[src/rtl/vga_field_pkg.sv]
`default_nettype none

package vga_field_pkg;

    typedef logic [9:0]  line_count_t;
    typedef logic [10:0] fifo_count_t;
    typedef logic [7:0]  rx_state_t;
    typedef logic [15:0] ctrl_word_t;
    typedef logic [1:0]  frame_size_t;
    typedef logic [1:0]  thresh_sel_t;

    // Receiver state word
    localparam int RX_FRAME_DONE_BIT = 0;

    // ----------------------------------------
    // Control register fields
    // ----------------------------------------
    localparam int CAPTURE_EN_BIT   = 0;
    localparam int MASTER_EN_BIT    = 1;
    localparam int FLUSH_BIT        = 2;
    // Four enables, same order as the status bits
    localparam int INT_EN_LSB       = 3;
    localparam int THRESH_STS_BIT   = 7;
    localparam int FRAME_STS_BIT    = 8;
    localparam int FRAME_SIZE_LSB   = 9;
    localparam int ALT_BYTE_SEL_BIT = 11;
    localparam int ALT_BYTE_POS_BIT = 12;
    localparam int THRESH_SEL_LSB   = 13;

    // Status bit order
    localparam int STS_FULL   = 0;
    localparam int STS_OVF    = 1;
    localparam int STS_THRESH = 2;
    localparam int STS_FRAME  = 3;

    // ----------------------------------------
    // DMA control fields
    // ----------------------------------------
    localparam int DMA_ENA_BIT     = 0;
    localparam int DMA_DONE_EN_BIT = 1;
    localparam int DMA_DONE_BIT    = 2;

    // Line threshold counts
    localparam line_count_t THRESH_FULL = 10'd960;
    localparam line_count_t THRESH_HALF = 10'd480;

endpackage

`default_nettype wire

[src/rtl/vga_bus_pkg.sv]
`default_nettype none

package vga_bus_pkg;

    // ----------------------------------------
    // Bus widths
    // ----------------------------------------
    localparam int DATA_WIDTH = 32;

    typedef logic [DATA_WIDTH-1:0] bus_data_t;

    // ----------------------------------------
    // Register map
    // ----------------------------------------
    localparam logic [4:0] STATUS_ADDR      = 5'h0;
    localparam logic [4:0] CONTROL_ADDR     = 5'h1;
    localparam logic [4:0] FIFO_COUNT_ADDR  = 5'h2;
    localparam logic [4:0] LINE_COUNT_ADDR  = 5'h3;
    localparam logic [4:0] DMA_CONTROL_ADDR = 5'h4;
    localparam logic [4:0] DMA_STATUS_ADDR  = 5'h5;
    localparam logic [4:0] RX_DATA_ADDR     = 5'h6;
    localparam logic [4:0] DEBUG_ADDR       = 5'h7;

    // Returned for any address outside the map
    localparam bus_data_t UNMAPPED_VALUE = 32'hC0CDEFAC;

endpackage

`default_nettype wire
[src/rtl/vga_rx_reg_top.sv]
`timescale 1ns/1ps
`default_nettype none

module vga_rx_reg_top #(
    parameter int ADDR_WIDTH = 10
) (
    input  wire                             WBs_CLK_i,
    input  wire                             WBs_RST_i,
    input  wire [ADDR_WIDTH-1:0]            WBs_ADR_i,
    input  wire                             WBs_CYC_i,
    input  wire [1:0]                       WBs_BYTE_STB_i,
    input  wire                             WBs_WE_i,
    input  wire                             WBs_STB_i,
    input  wire vga_bus_pkg::bus_data_t     WBs_DAT_i,
    input  wire vga_bus_pkg::bus_data_t     rx_fifo_data_i,
    input  wire vga_field_pkg::rx_state_t   rx_state_i,
    input  wire vga_field_pkg::line_count_t rcvd_line_cnt_i,
    input  wire vga_field_pkg::fifo_count_t fifo_count_i,
    input  wire                             thresh_reached_i,
    input  wire                             overflow_i,
    input  wire                             fifo_full_i,
    input  wire                             clear_capture_i,
    input  wire                             dma_done_i,
    input  wire                             dma_active_i,
    input  wire                             dma_clr_i,
    output vga_bus_pkg::bus_data_t          WBs_DAT_o,
    output logic                            WBs_ACK_o,
    output logic                            vga_irq_o,
    output vga_field_pkg::ctrl_word_t       ctrl_word_o,
    output vga_field_pkg::line_count_t      thresh_count_o,
    output logic                            fifo_flush_o,
    output logic                            dma_ena_o,
    output logic                            dma_done_irq_o
);

    logic       ctrl_wr;
    logic       dma_wr;
    logic       thresh_evt;
    logic       frame_evt;
    logic       overflow_evt;
    logic       full_evt;
    logic [3:0] int_en;
    logic       master_en;
    logic [3:0] status;
    logic       done_irq_en;

    // ----------------------------------------
    // Bus decode and events
    // ----------------------------------------
    vga_reg_decode #(
        .ADDR_WIDTH (ADDR_WIDTH)
    ) u_decode (
        .WBs_CLK_i  (WBs_CLK_i),
        .WBs_RST_i  (WBs_RST_i),
        .adr_i      (WBs_ADR_i),
        .cyc_i      (WBs_CYC_i),
        .stb_i      (WBs_STB_i),
        .we_i       (WBs_WE_i),
        .byte_stb_i (WBs_BYTE_STB_i),
        .ack_o      (WBs_ACK_o),
        .ctrl_wr_o  (ctrl_wr),
        .dma_wr_o   (dma_wr)
    );

    vga_event_detect u_events (
        .WBs_CLK_i      (WBs_CLK_i),
        .WBs_RST_i      (WBs_RST_i),
        .thresh_i       (thresh_reached_i),
        .frame_done_i   (rx_state_i[vga_field_pkg::RX_FRAME_DONE_BIT]),
        .overflow_i     (overflow_i),
        .fifo_full_i    (fifo_full_i),
        .thresh_evt_o   (thresh_evt),
        .frame_evt_o    (frame_evt),
        .overflow_evt_o (overflow_evt),
        .full_evt_o     (full_evt)
    );

    // ----------------------------------------
    // Registers
    // ----------------------------------------
    vga_ctrl_regs u_ctrl (
        .WBs_CLK_i       (WBs_CLK_i),
        .WBs_RST_i       (WBs_RST_i),
        .ctrl_wr_i       (ctrl_wr),
        .wdata_i         (WBs_DAT_i),
        .clear_capture_i (clear_capture_i),
        .ctrl_word_o     (ctrl_word_o),
        .flush_o         (fifo_flush_o),
        .thresh_count_o  (thresh_count_o),
        .int_en_o        (int_en),
        .master_en_o     (master_en)
    );

    vga_irq_status u_irq (
        .WBs_CLK_i      (WBs_CLK_i),
        .WBs_RST_i      (WBs_RST_i),
        .ctrl_wr_i      (ctrl_wr),
        .wdata_i        (WBs_DAT_i),
        .thresh_evt_i   (thresh_evt),
        .frame_evt_i    (frame_evt),
        .overflow_evt_i (overflow_evt),
        .full_evt_i     (full_evt),
        .int_en_i       (int_en),
        .master_en_i    (master_en),
        .status_o       (status),
        .irq_o          (vga_irq_o)
    );

    vga_dma_ctrl u_dma (
        .WBs_CLK_i     (WBs_CLK_i),
        .WBs_RST_i     (WBs_RST_i),
        .dma_wr_i      (dma_wr),
        .wdata_i       (WBs_DAT_i),
        .dma_done_i    (dma_done_i),
        .dma_clr_i     (dma_clr_i),
        .dma_ena_o     (dma_ena_o),
        .done_irq_en_o (done_irq_en),
        .done_irq_o    (dma_done_irq_o)
    );

    // ----------------------------------------
    // Read back
    // ----------------------------------------
    vga_read_mux #(
        .ADDR_WIDTH (ADDR_WIDTH)
    ) u_rmux (
        .adr_i         (WBs_ADR_i),
        .ctrl_word_i   (ctrl_word_o),
        .status_i      (status),
        .fifo_count_i  (fifo_count_i),
        .line_count_i  (rcvd_line_cnt_i),
        .dma_ena_i     (dma_ena_o),
        .done_irq_en_i (done_irq_en),
        .done_irq_i    (dma_done_irq_o),
        .dma_active_i  (dma_active_i),
        .rx_state_i    (rx_state_i),
        .rx_data_i     (rx_fifo_data_i),
        .rdata_o       (WBs_DAT_o)
    );

endmodule

`default_nettype wire

[src/rtl/vga_read_mux.sv]
`timescale 1ns/1ps
`default_nettype none

module vga_read_mux #(
    parameter int ADDR_WIDTH = 10
) (
    input  wire [ADDR_WIDTH-1:0]            adr_i,
    input  wire vga_field_pkg::ctrl_word_t  ctrl_word_i,
    input  wire [3:0]                       status_i,
    input  wire vga_field_pkg::fifo_count_t fifo_count_i,
    input  wire vga_field_pkg::line_count_t line_count_i,
    input  wire                             dma_ena_i,
    input  wire                             done_irq_en_i,
    input  wire                             done_irq_i,
    input  wire                             dma_active_i,
    input  wire vga_field_pkg::rx_state_t   rx_state_i,
    input  wire vga_bus_pkg::bus_data_t     rx_data_i,
    output vga_bus_pkg::bus_data_t          rdata_o
);

    vga_field_pkg::thresh_sel_t thresh_sel;
    vga_bus_pkg::bus_data_t     dma_ctrl_word;

    assign thresh_sel = ctrl_word_i[vga_field_pkg::THRESH_SEL_LSB +: 2];

    always_comb
    begin
        dma_ctrl_word = '0;
        dma_ctrl_word[vga_field_pkg::DMA_ENA_BIT]     = dma_ena_i;
        dma_ctrl_word[vga_field_pkg::DMA_DONE_EN_BIT] = done_irq_en_i;
        dma_ctrl_word[vga_field_pkg::DMA_DONE_BIT]    = done_irq_i;
    end

    // Read data valid while ack is high
    always_comb
    begin
        case (adr_i)
            ADDR_WIDTH'(vga_bus_pkg::STATUS_ADDR):
                rdata_o = vga_bus_pkg::bus_data_t'(status_i);
            ADDR_WIDTH'(vga_bus_pkg::CONTROL_ADDR):
                rdata_o = vga_bus_pkg::bus_data_t'(ctrl_word_i);
            ADDR_WIDTH'(vga_bus_pkg::FIFO_COUNT_ADDR):
                rdata_o = vga_bus_pkg::bus_data_t'(fifo_count_i);
            ADDR_WIDTH'(vga_bus_pkg::LINE_COUNT_ADDR):
                rdata_o = vga_bus_pkg::bus_data_t'(line_count_i);
            ADDR_WIDTH'(vga_bus_pkg::DMA_CONTROL_ADDR):
                rdata_o = dma_ctrl_word;
            ADDR_WIDTH'(vga_bus_pkg::DMA_STATUS_ADDR):
                rdata_o = vga_bus_pkg::bus_data_t'({thresh_sel, dma_active_i, done_irq_i});
            ADDR_WIDTH'(vga_bus_pkg::RX_DATA_ADDR):
                rdata_o = rx_data_i;
            ADDR_WIDTH'(vga_bus_pkg::DEBUG_ADDR):
                rdata_o = vga_bus_pkg::bus_data_t'(rx_state_i);
            default:
                rdata_o = vga_bus_pkg::UNMAPPED_VALUE;
        endcase
    end

endmodule

`default_nettype wire

[src/rtl/vga_dma_ctrl.sv]
`timescale 1ns/1ps
`default_nettype none

module vga_dma_ctrl (
    input  wire                         WBs_CLK_i,
    input  wire                         WBs_RST_i,
    input  wire                         dma_wr_i,
    input  wire vga_bus_pkg::bus_data_t wdata_i,
    input  wire                         dma_done_i,
    input  wire                         dma_clr_i,
    output logic                        dma_ena_o,
    output logic                        done_irq_en_o,
    output logic                        done_irq_o
);

    always_ff @(posedge WBs_CLK_i or posedge WBs_RST_i)
    begin
        if (WBs_RST_i)
        begin
            dma_ena_o     <= 1'b0;
            done_irq_en_o <= 1'b0;
            done_irq_o    <= 1'b0;
        end
        else
        begin
            if (dma_wr_i)
            begin
                dma_ena_o <= wdata_i[vga_field_pkg::DMA_ENA_BIT];
            end
            else if (dma_clr_i)
            begin
                dma_ena_o <= 1'b0;
            end

            if (dma_wr_i)
            begin
                done_irq_en_o <= wdata_i[vga_field_pkg::DMA_DONE_EN_BIT];
            end

            // Done has priority over software
            if (dma_done_i)
            begin
                done_irq_o <= 1'b1;
            end
            else if (dma_wr_i)
            begin
                done_irq_o <= wdata_i[vga_field_pkg::DMA_DONE_BIT];
            end
        end
    end

endmodule

`default_nettype wire

[src/rtl/vga_irq_status.sv]
`timescale 1ns/1ps
`default_nettype none

module vga_irq_status (
    input  wire                         WBs_CLK_i,
    input  wire                         WBs_RST_i,
    input  wire                         ctrl_wr_i,
    input  wire vga_bus_pkg::bus_data_t wdata_i,
    input  wire                         thresh_evt_i,
    input  wire                         frame_evt_i,
    input  wire                         overflow_evt_i,
    input  wire                         full_evt_i,
    input  wire [3:0]                   int_en_i,
    input  wire                         master_en_i,
    output logic [3:0]                  status_o,
    output logic                        irq_o
);

    logic [3:0] evt;
    logic [3:0] wr_val;

    always_comb
    begin
        evt[vga_field_pkg::STS_FULL]   = full_evt_i;
        evt[vga_field_pkg::STS_OVF]    = overflow_evt_i;
        evt[vga_field_pkg::STS_THRESH] = thresh_evt_i;
        evt[vga_field_pkg::STS_FRAME]  = frame_evt_i;

        // Full and overflow are cleared by any control write
        wr_val[vga_field_pkg::STS_FULL]   = 1'b0;
        wr_val[vga_field_pkg::STS_OVF]    = 1'b0;
        wr_val[vga_field_pkg::STS_THRESH] = wdata_i[vga_field_pkg::THRESH_STS_BIT];
        wr_val[vga_field_pkg::STS_FRAME]  = wdata_i[vga_field_pkg::FRAME_STS_BIT];
    end

    // Sticky bits, an event wins over a write
    always_ff @(posedge WBs_CLK_i or posedge WBs_RST_i)
    begin
        if (WBs_RST_i)
        begin
            status_o <= '0;
        end
        else
        begin
            for (int i = 0; i < 4; i++)
            begin
                if (evt[i])
                begin
                    status_o[i] <= 1'b1;
                end
                else if (ctrl_wr_i)
                begin
                    status_o[i] <= wr_val[i];
                end
            end
        end
    end

    assign irq_o = (|(status_o & int_en_i)) & master_en_i;

endmodule

`default_nettype wire

[src/rtl/vga_ctrl_regs.sv]
`timescale 1ns/1ps
`default_nettype none

module vga_ctrl_regs (
    input  wire                      WBs_CLK_i,
    input  wire                      WBs_RST_i,
    input  wire                      ctrl_wr_i,
    input  wire vga_bus_pkg::bus_data_t wdata_i,
    input  wire                      clear_capture_i,
    output vga_field_pkg::ctrl_word_t  ctrl_word_o,
    output logic                     flush_o,
    output vga_field_pkg::line_count_t thresh_count_o,
    output logic [3:0]               int_en_o,
    output logic                     master_en_o
);

    logic                       capture_en;
    logic                       master_en;
    logic                       flush;
    logic [3:0]                 int_en;
    vga_field_pkg::frame_size_t frame_size;
    logic                       alt_byte_sel;
    logic                       alt_byte_pos;
    vga_field_pkg::thresh_sel_t thresh_sel;

    always_ff @(posedge WBs_CLK_i or posedge WBs_RST_i)
    begin
        if (WBs_RST_i)
        begin
            capture_en   <= 1'b0;
            master_en    <= 1'b0;
            flush        <= 1'b0;
            int_en       <= '0;
            frame_size   <= '0;
            alt_byte_sel <= 1'b0;
            alt_byte_pos <= 1'b0;
            thresh_sel   <= '0;
        end
        else if (ctrl_wr_i)
        begin
            capture_en   <= wdata_i[vga_field_pkg::CAPTURE_EN_BIT];
            master_en    <= wdata_i[vga_field_pkg::MASTER_EN_BIT];
            flush        <= wdata_i[vga_field_pkg::FLUSH_BIT];
            int_en       <= wdata_i[vga_field_pkg::INT_EN_LSB +: 4];
            frame_size   <= wdata_i[vga_field_pkg::FRAME_SIZE_LSB +: 2];
            alt_byte_sel <= wdata_i[vga_field_pkg::ALT_BYTE_SEL_BIT];
            alt_byte_pos <= wdata_i[vga_field_pkg::ALT_BYTE_POS_BIT];
            thresh_sel   <= wdata_i[vga_field_pkg::THRESH_SEL_LSB +: 2];
        end
        else
        begin
            // Flush self-clears
            flush <= 1'b0;
            if (clear_capture_i)
            begin
                capture_en <= 1'b0;
            end
        end
    end

    // Control image, status bits 7 and 8 read back as zero
    always_comb
    begin
        ctrl_word_o = '0;
        ctrl_word_o[vga_field_pkg::CAPTURE_EN_BIT]     = capture_en;
        ctrl_word_o[vga_field_pkg::MASTER_EN_BIT]      = master_en;
        ctrl_word_o[vga_field_pkg::FLUSH_BIT]          = flush;
        ctrl_word_o[vga_field_pkg::INT_EN_LSB +: 4]     = int_en;
        ctrl_word_o[vga_field_pkg::FRAME_SIZE_LSB +: 2] = frame_size;
        ctrl_word_o[vga_field_pkg::ALT_BYTE_SEL_BIT]   = alt_byte_sel;
        ctrl_word_o[vga_field_pkg::ALT_BYTE_POS_BIT]   = alt_byte_pos;
        ctrl_word_o[vga_field_pkg::THRESH_SEL_LSB +: 2] = thresh_sel;
    end

    assign thresh_count_o = (thresh_sel == 2'b01) ? vga_field_pkg::THRESH_HALF
                                                  : vga_field_pkg::THRESH_FULL;

    assign flush_o     = flush;
    assign int_en_o    = int_en;
    assign master_en_o = master_en;

    // Writes are never back to back on this bus
    flush_one_cycle: assert property (
        @(posedge WBs_CLK_i) disable iff (WBs_RST_i)
        flush_o |=> !flush_o
    );

endmodule

`default_nettype wire

[src/rtl/vga_event_detect.sv]
`timescale 1ns/1ps
`default_nettype none

module vga_event_detect (
    input  wire  WBs_CLK_i,
    input  wire  WBs_RST_i,
    input  wire  thresh_i,
    input  wire  frame_done_i,
    input  wire  overflow_i,
    input  wire  fifo_full_i,
    output logic thresh_evt_o,
    output logic frame_evt_o,
    output logic overflow_evt_o,
    output logic full_evt_o
);

    // Bit 0 threshold, bit 1 frame done, bit 2 overflow
    logic [2:0] lvl_r1;
    logic [2:0] lvl_r2;
    logic [2:0] lvl_r3;
    logic [2:0] lvl_rise;

    logic       full_r1;
    logic       full_r2;

    always_ff @(posedge WBs_CLK_i or posedge WBs_RST_i)
    begin
        if (WBs_RST_i)
        begin
            lvl_r1  <= '0;
            lvl_r2  <= '0;
            lvl_r3  <= '0;
            full_r1 <= 1'b0;
            full_r2 <= 1'b0;
        end
        else
        begin
            // Two synchronizer stages, then the edge delay
            lvl_r1  <= {overflow_i, frame_done_i, thresh_i};
            lvl_r2  <= lvl_r1;
            lvl_r3  <= lvl_r2;
            // FIFO full is already in this clock domain
            full_r1 <= fifo_full_i;
            full_r2 <= full_r1;
        end
    end

    assign lvl_rise = lvl_r2 & ~lvl_r3;

    assign thresh_evt_o   = lvl_rise[0];
    assign frame_evt_o    = lvl_rise[1];
    assign overflow_evt_o = lvl_rise[2];
    assign full_evt_o     = full_r1 & ~full_r2;

endmodule

`default_nettype wire

[src/rtl/vga_reg_decode.sv]
`timescale 1ns/1ps
`default_nettype none

module vga_reg_decode #(
    parameter int ADDR_WIDTH = 10
) (
    input  wire                  WBs_CLK_i,
    input  wire                  WBs_RST_i,
    input  wire [ADDR_WIDTH-1:0] adr_i,
    input  wire                  cyc_i,
    input  wire                  stb_i,
    input  wire                  we_i,
    input  wire [1:0]            byte_stb_i,
    output logic                 ack_o,
    output logic                 ctrl_wr_o,
    output logic                 dma_wr_o
);

    logic access;
    logic wr_qual;

    // New access only while ack is low
    assign access  = cyc_i & stb_i & ~ack_o;
    assign wr_qual = access & we_i & byte_stb_i[0];

    assign ctrl_wr_o = wr_qual & (adr_i == ADDR_WIDTH'(vga_bus_pkg::CONTROL_ADDR));
    assign dma_wr_o  = wr_qual & (adr_i == ADDR_WIDTH'(vga_bus_pkg::DMA_CONTROL_ADDR));

    always_ff @(posedge WBs_CLK_i or posedge WBs_RST_i)
    begin
        if (WBs_RST_i)
        begin
            ack_o <= 1'b0;
        end
        else
        begin
            ack_o <= access;
        end
    end

    // Every access takes two cycles
    ack_single_cycle: assert property (
        @(posedge WBs_CLK_i) disable iff (WBs_RST_i)
        ack_o |=> !ack_o
    );

endmodule

`default_nettype wire

[config.mk]
export PLATFORM = sky130hd
export DESIGN_NAME = vga_rx_reg_top
export DESIGN_NICKNAME = d
export VERILOG_FILES = /design/src/rtl/vga_field_pkg.sv /design/src/rtl/vga_bus_pkg.sv /design/src/rtl/vga_rx_reg_top.sv /design/src/rtl/vga_read_mux.sv /design/src/rtl/vga_dma_ctrl.sv /design/src/rtl/vga_irq_status.sv /design/src/rtl/vga_ctrl_regs.sv /design/src/rtl/vga_event_detect.sv /design/src/rtl/vga_reg_decode.sv
export SDC_FILE = /design/constraint.sdc
export NUM_CORES = 1
export LEC_CHECK = 0
export CORE_AREA = 10 10 104 106
export CTS_CLUSTER_SIZE = 28
export DETAILED_ROUTE_END_ITERATION = 16
export DIE_AREA = 0 0 114 116
export DONT_BUFFER_PORTS = 1
export GPL_TIMING_DRIVEN = 0
export PLACE_DENSITY = 0.44
export SYNTH_ARGS = -nofsm -noshare
export SYNTH_HDL_FRONTEND = slang
export SYNTH_SLANG_ARGS = --single-unit
[constraint.sdc]
create_clock -name WBs_CLK_i -period 2 [get_ports WBs_CLK_i]
set_input_delay 0.1 -clock WBs_CLK_i [delete_from_list [all_inputs] [get_ports WBs_CLK_i]]
set_output_delay 0.1 -clock WBs_CLK_i [all_outputs]
set_load 0.02 [all_outputs]
==> impl_results.md <==
- Routed len/inst: 24.42 µm
- Top Ports: 180
- Met1 usage: 14.46%
- Placer Congestion: 0.7342
- Gr ovfl total: 0
- WHS: 0.1166 ns
- Final worst path period need: 1.934 ns
- Final clock skew: 0.006334 ns
- Detailed-route wire length: 8912 µm
- Mapped Cells: 214
- Setup-failing EPs final: 0
- Power per cell area: 541.8 nW/µm²
- Type of destination of the critical path: output port
- Seq/Total Area, Yosys: 37.60%
- Synth Register Bits: 32
- Final layout net count: 373
- Fmax: 517.0 MHz
- Final HPWL DP: 7335 µm
- Antenna fix cells: 0
- Synth area leader: dfrtp_1
- First-pass GRT wire length: 12,710 µm
- DR pass1 iterations: 4
- Hold Crit Class: in2reg
- Mean area per synthesized cell: 9.951 µm²
- CTS clk-pin slew, worst paths: 0.06 ns
- Largest net degree at the start of global routing: 33
- Ys async rst share: 100.0%
- Input/output buffers: 0
- DP Worst Slack: -0.6947 ns
- Yosys synthesis warning count: 0
- Routed Antenna Nets: 0
- Final worst slack: 0.06586 ns
- # rows: 34
- Vias in the first global route: 1,940
- Hold Vio Cnt, Final: 0
- Leak: 1.194 nW
- Synth Flop Type: dfrtp_1
- Mapped Area: 2130 µm²
- Busiest layer in global routing: met2
- H-tree depth: 2
- Proportion of layout cells with a drive suffix above 1: 31.91%
- Sink Count: 32
- Initial Utilization: 24.54%
- CTS max path bufs: 2
- Slew @ Worst Pin: 0.7656 ns
- Final core occ: 31.91%
- Root Driver: clkbuf_8
- Crit path DAT: 1.83 ns
- Number of synthesized flops with an enable pin: 0
- Latest clock arrival within the worst-skew pair: 0.28 ns
- Die Area: 13,220 µm²
- Pins Over Slew Limit: 0
- Met3 Track Usage GR: 6.150%
- Synth top area share: 37.60%
- Synth unique cells: 46
- Initial antenna violation count: 0
- MaxCap Viol Count: 0
- RSZ-0062 raised after global routing: true
- Met2 track demand over resource: 21.07%
- CP Max Fanout: 10
- Status: finished, final reports clean
- Kind of critical path: in2out
- Critical Path Start Type: primary input
- Core Area: 8678 µm²
- Residual DRC: 0
- Chip Width: 114 µm
- Crit share post-route: 96.71%
- Largest cells by area after synthesis: dfrtp_1, mux2_2, buf_4
- GR Util All Layers: 12.62%
- CTS Buf Count: 5
- Maximum vdd ir drop: 0.0003331 V
- Starting DRC count in detailed routing: 87
- Area delta synth->final: 30.02%
- Die Height: 116 µm
- Worst slew margin: 48.16%
- Via Count: 1,812
- Worst EP required: 1.90 ns
- Vias per inst: 4.964
- CTS tree: yes
layer usage:
metal,vias to the layer above,part of all wire (%)
met4,0,0.56
met1,862,40
li1,827,-
met2,118,48
met5,-,0
met3,5,12
placed cells by master (no fill, tap or decap), types with 3 or more instances in the layout:
cell type / instances
o21ai_0: 8
dlygate4sd3_1: 22
a221o_1: 3
a21oi_1: 3
clkbuf_1: 4
buf_4: 21
nand2b_1: 3
nand2_1: 8
nor2_1: 9
a21o_1: 8
a22o_1: 4
mux2_2: 20
and2_1: 3
and2_4: 9
clkbuf_8: 5
mux2i_1: 8
inv_1: 9
a22oi_1: 10
buf_6: 4
nor2b_1: 6
conb_1: 11
dfrtp_1: 32
nor3_1: 4
registers in the layout, summed over array words and instances, names as in the netlist:
register and cells:
u_ctrl.capture_en 1, u_decode.ack_o 1, u_irq.status_o 4, u_dma.done_irq_en_o 1, u_ctrl.flush_o 1, u_ctrl.alt_byte_pos 1
u_events.lvl_r3 3, u_events.full_r2 1, u_ctrl.master_en_o 1, u_ctrl.frame_size 2, u_dma.done_irq_o 1, u_ctrl.alt_byte_sel 1
u_events.lvl_r2 3, u_ctrl.thresh_sel 2, u_ctrl.int_en_o 4, u_events.full_r1 1, u_dma.dma_ena_o 1, u_events.lvl_r1 3
critical path: stages:
cell and delay [ns]:
or4_4 0.52, buf_6 0.15, or2_4 0.26, nor4_4 0.23, buf_4 0.16, buf_6 0.14
a21o_1 0.26
worst paths after layout:
kind                            depth (start not counted)                 end  slack (ns)          startpoint
worst max-delay path                                    7       WBs_DAT_o[18]        0.07        WBs_ADR_i[9]
worst min-delay path                                    2     u_dma.dma_ena_o        0.12           dma_clr_i
worst max register to register                          4  u_ctrl.int_en_o[3]        0.08      u_decode.ack_o
worst min register to register                          0  u_events.lvl_r2[1]        0.35  u_events.lvl_r1[1]
max in group asynchronous                               3     u_dma.dma_ena_o        1.31           WBs_RST_i
min in group asynchronous                               2  u_events.lvl_r1[1]        0.25           WBs_RST_i
layout make-up:
class / count / area [µm²]
plain buffers: 28 / 203.9
flip-flops and latches: 32 / 800.8
clock inverters: 2 / 35.03
well taps: 108 / 135.1
inverters: 10 / 37.54
clock buffers: 6 / 72.57
multi-input cells: 152 / 1206
repair buffers: 27 / 277.8
fillers: 914 / 5909
cells in the mapped netlist, types with 2 or more instances:
cell,number
nor2b_1,6
mux2_2,20
nand2_1,8
inv_1,10
a221o_1,3
clkbuf_1,5
o21ai_0,8
a22o_1,4
nor4_4,2
nor3_1,5
nor2_1,10
a21o_1,9
mux2i_1,8
buf_4,16
dfrtp_1,32
a21oi_1,3
nor4b_1,2
a22oi_1,10
and2_1,12
conb_1,2
a211o_1,4
a31oi_1,2
o22ai_1,2
buf_1,2
o211ai_1,2
buf_2,3
buf_6,3
nand2b_1,3
power breakdown:
part | switching [mW] | internal (mW)
Sequential | 0.00702 | 0.660
Clock | 0.249 | 0.370
Combinational | 0.115 | 0.100
Total | 0.371 | 1.13
kinds of logic (layout without fill, tap and decap cells):
kind of cell | Yosys count | count (layout) | synth area share, %
muxes | 29 | 29 | 15.39
AOI/OAI and AO/OA | 52 | 52 | 17.92
other | 2 | 11 | 0.3527
buffers and inverters | 39 | 73 | 10.93
DFF | 32 | 32 | 37.60
and+or+nand+nor | 60 | 60 | 17.80
metrics by stage:
| stage | instance area, µm² | TNS [ns] | std cells | total power, mW |
|---|---|---|---|---|
| finish | 2769 | 0 | 365 | 1.500 |
| global route | 2769 | -0.1323 | 365 | 1.577 |
| floorplan | 2163 | 0 | 223 | 0.8126 |
| CTS | 2718 | -0.01316 | 363 | 1.510 |
| detailed placement | 2298 | -8.973 | 331 | 0.8477 |
| global placement | 2298 | -8.564 | 331 | 0.8471 |
repair_timing:
| item | CTS | global route |
|---|---|---|
| gates resized for setup | 30 | 4 |
| hold endpoints to repair | 22 | 13 |
| endpoints found under the setup margin | 48 | 17 |
| hold buffers | 21 | 1 |
| buffers inserted | 4 | 0 |
| pin swaps | 2 | 3 |
(Power assumes the default switching activity.)
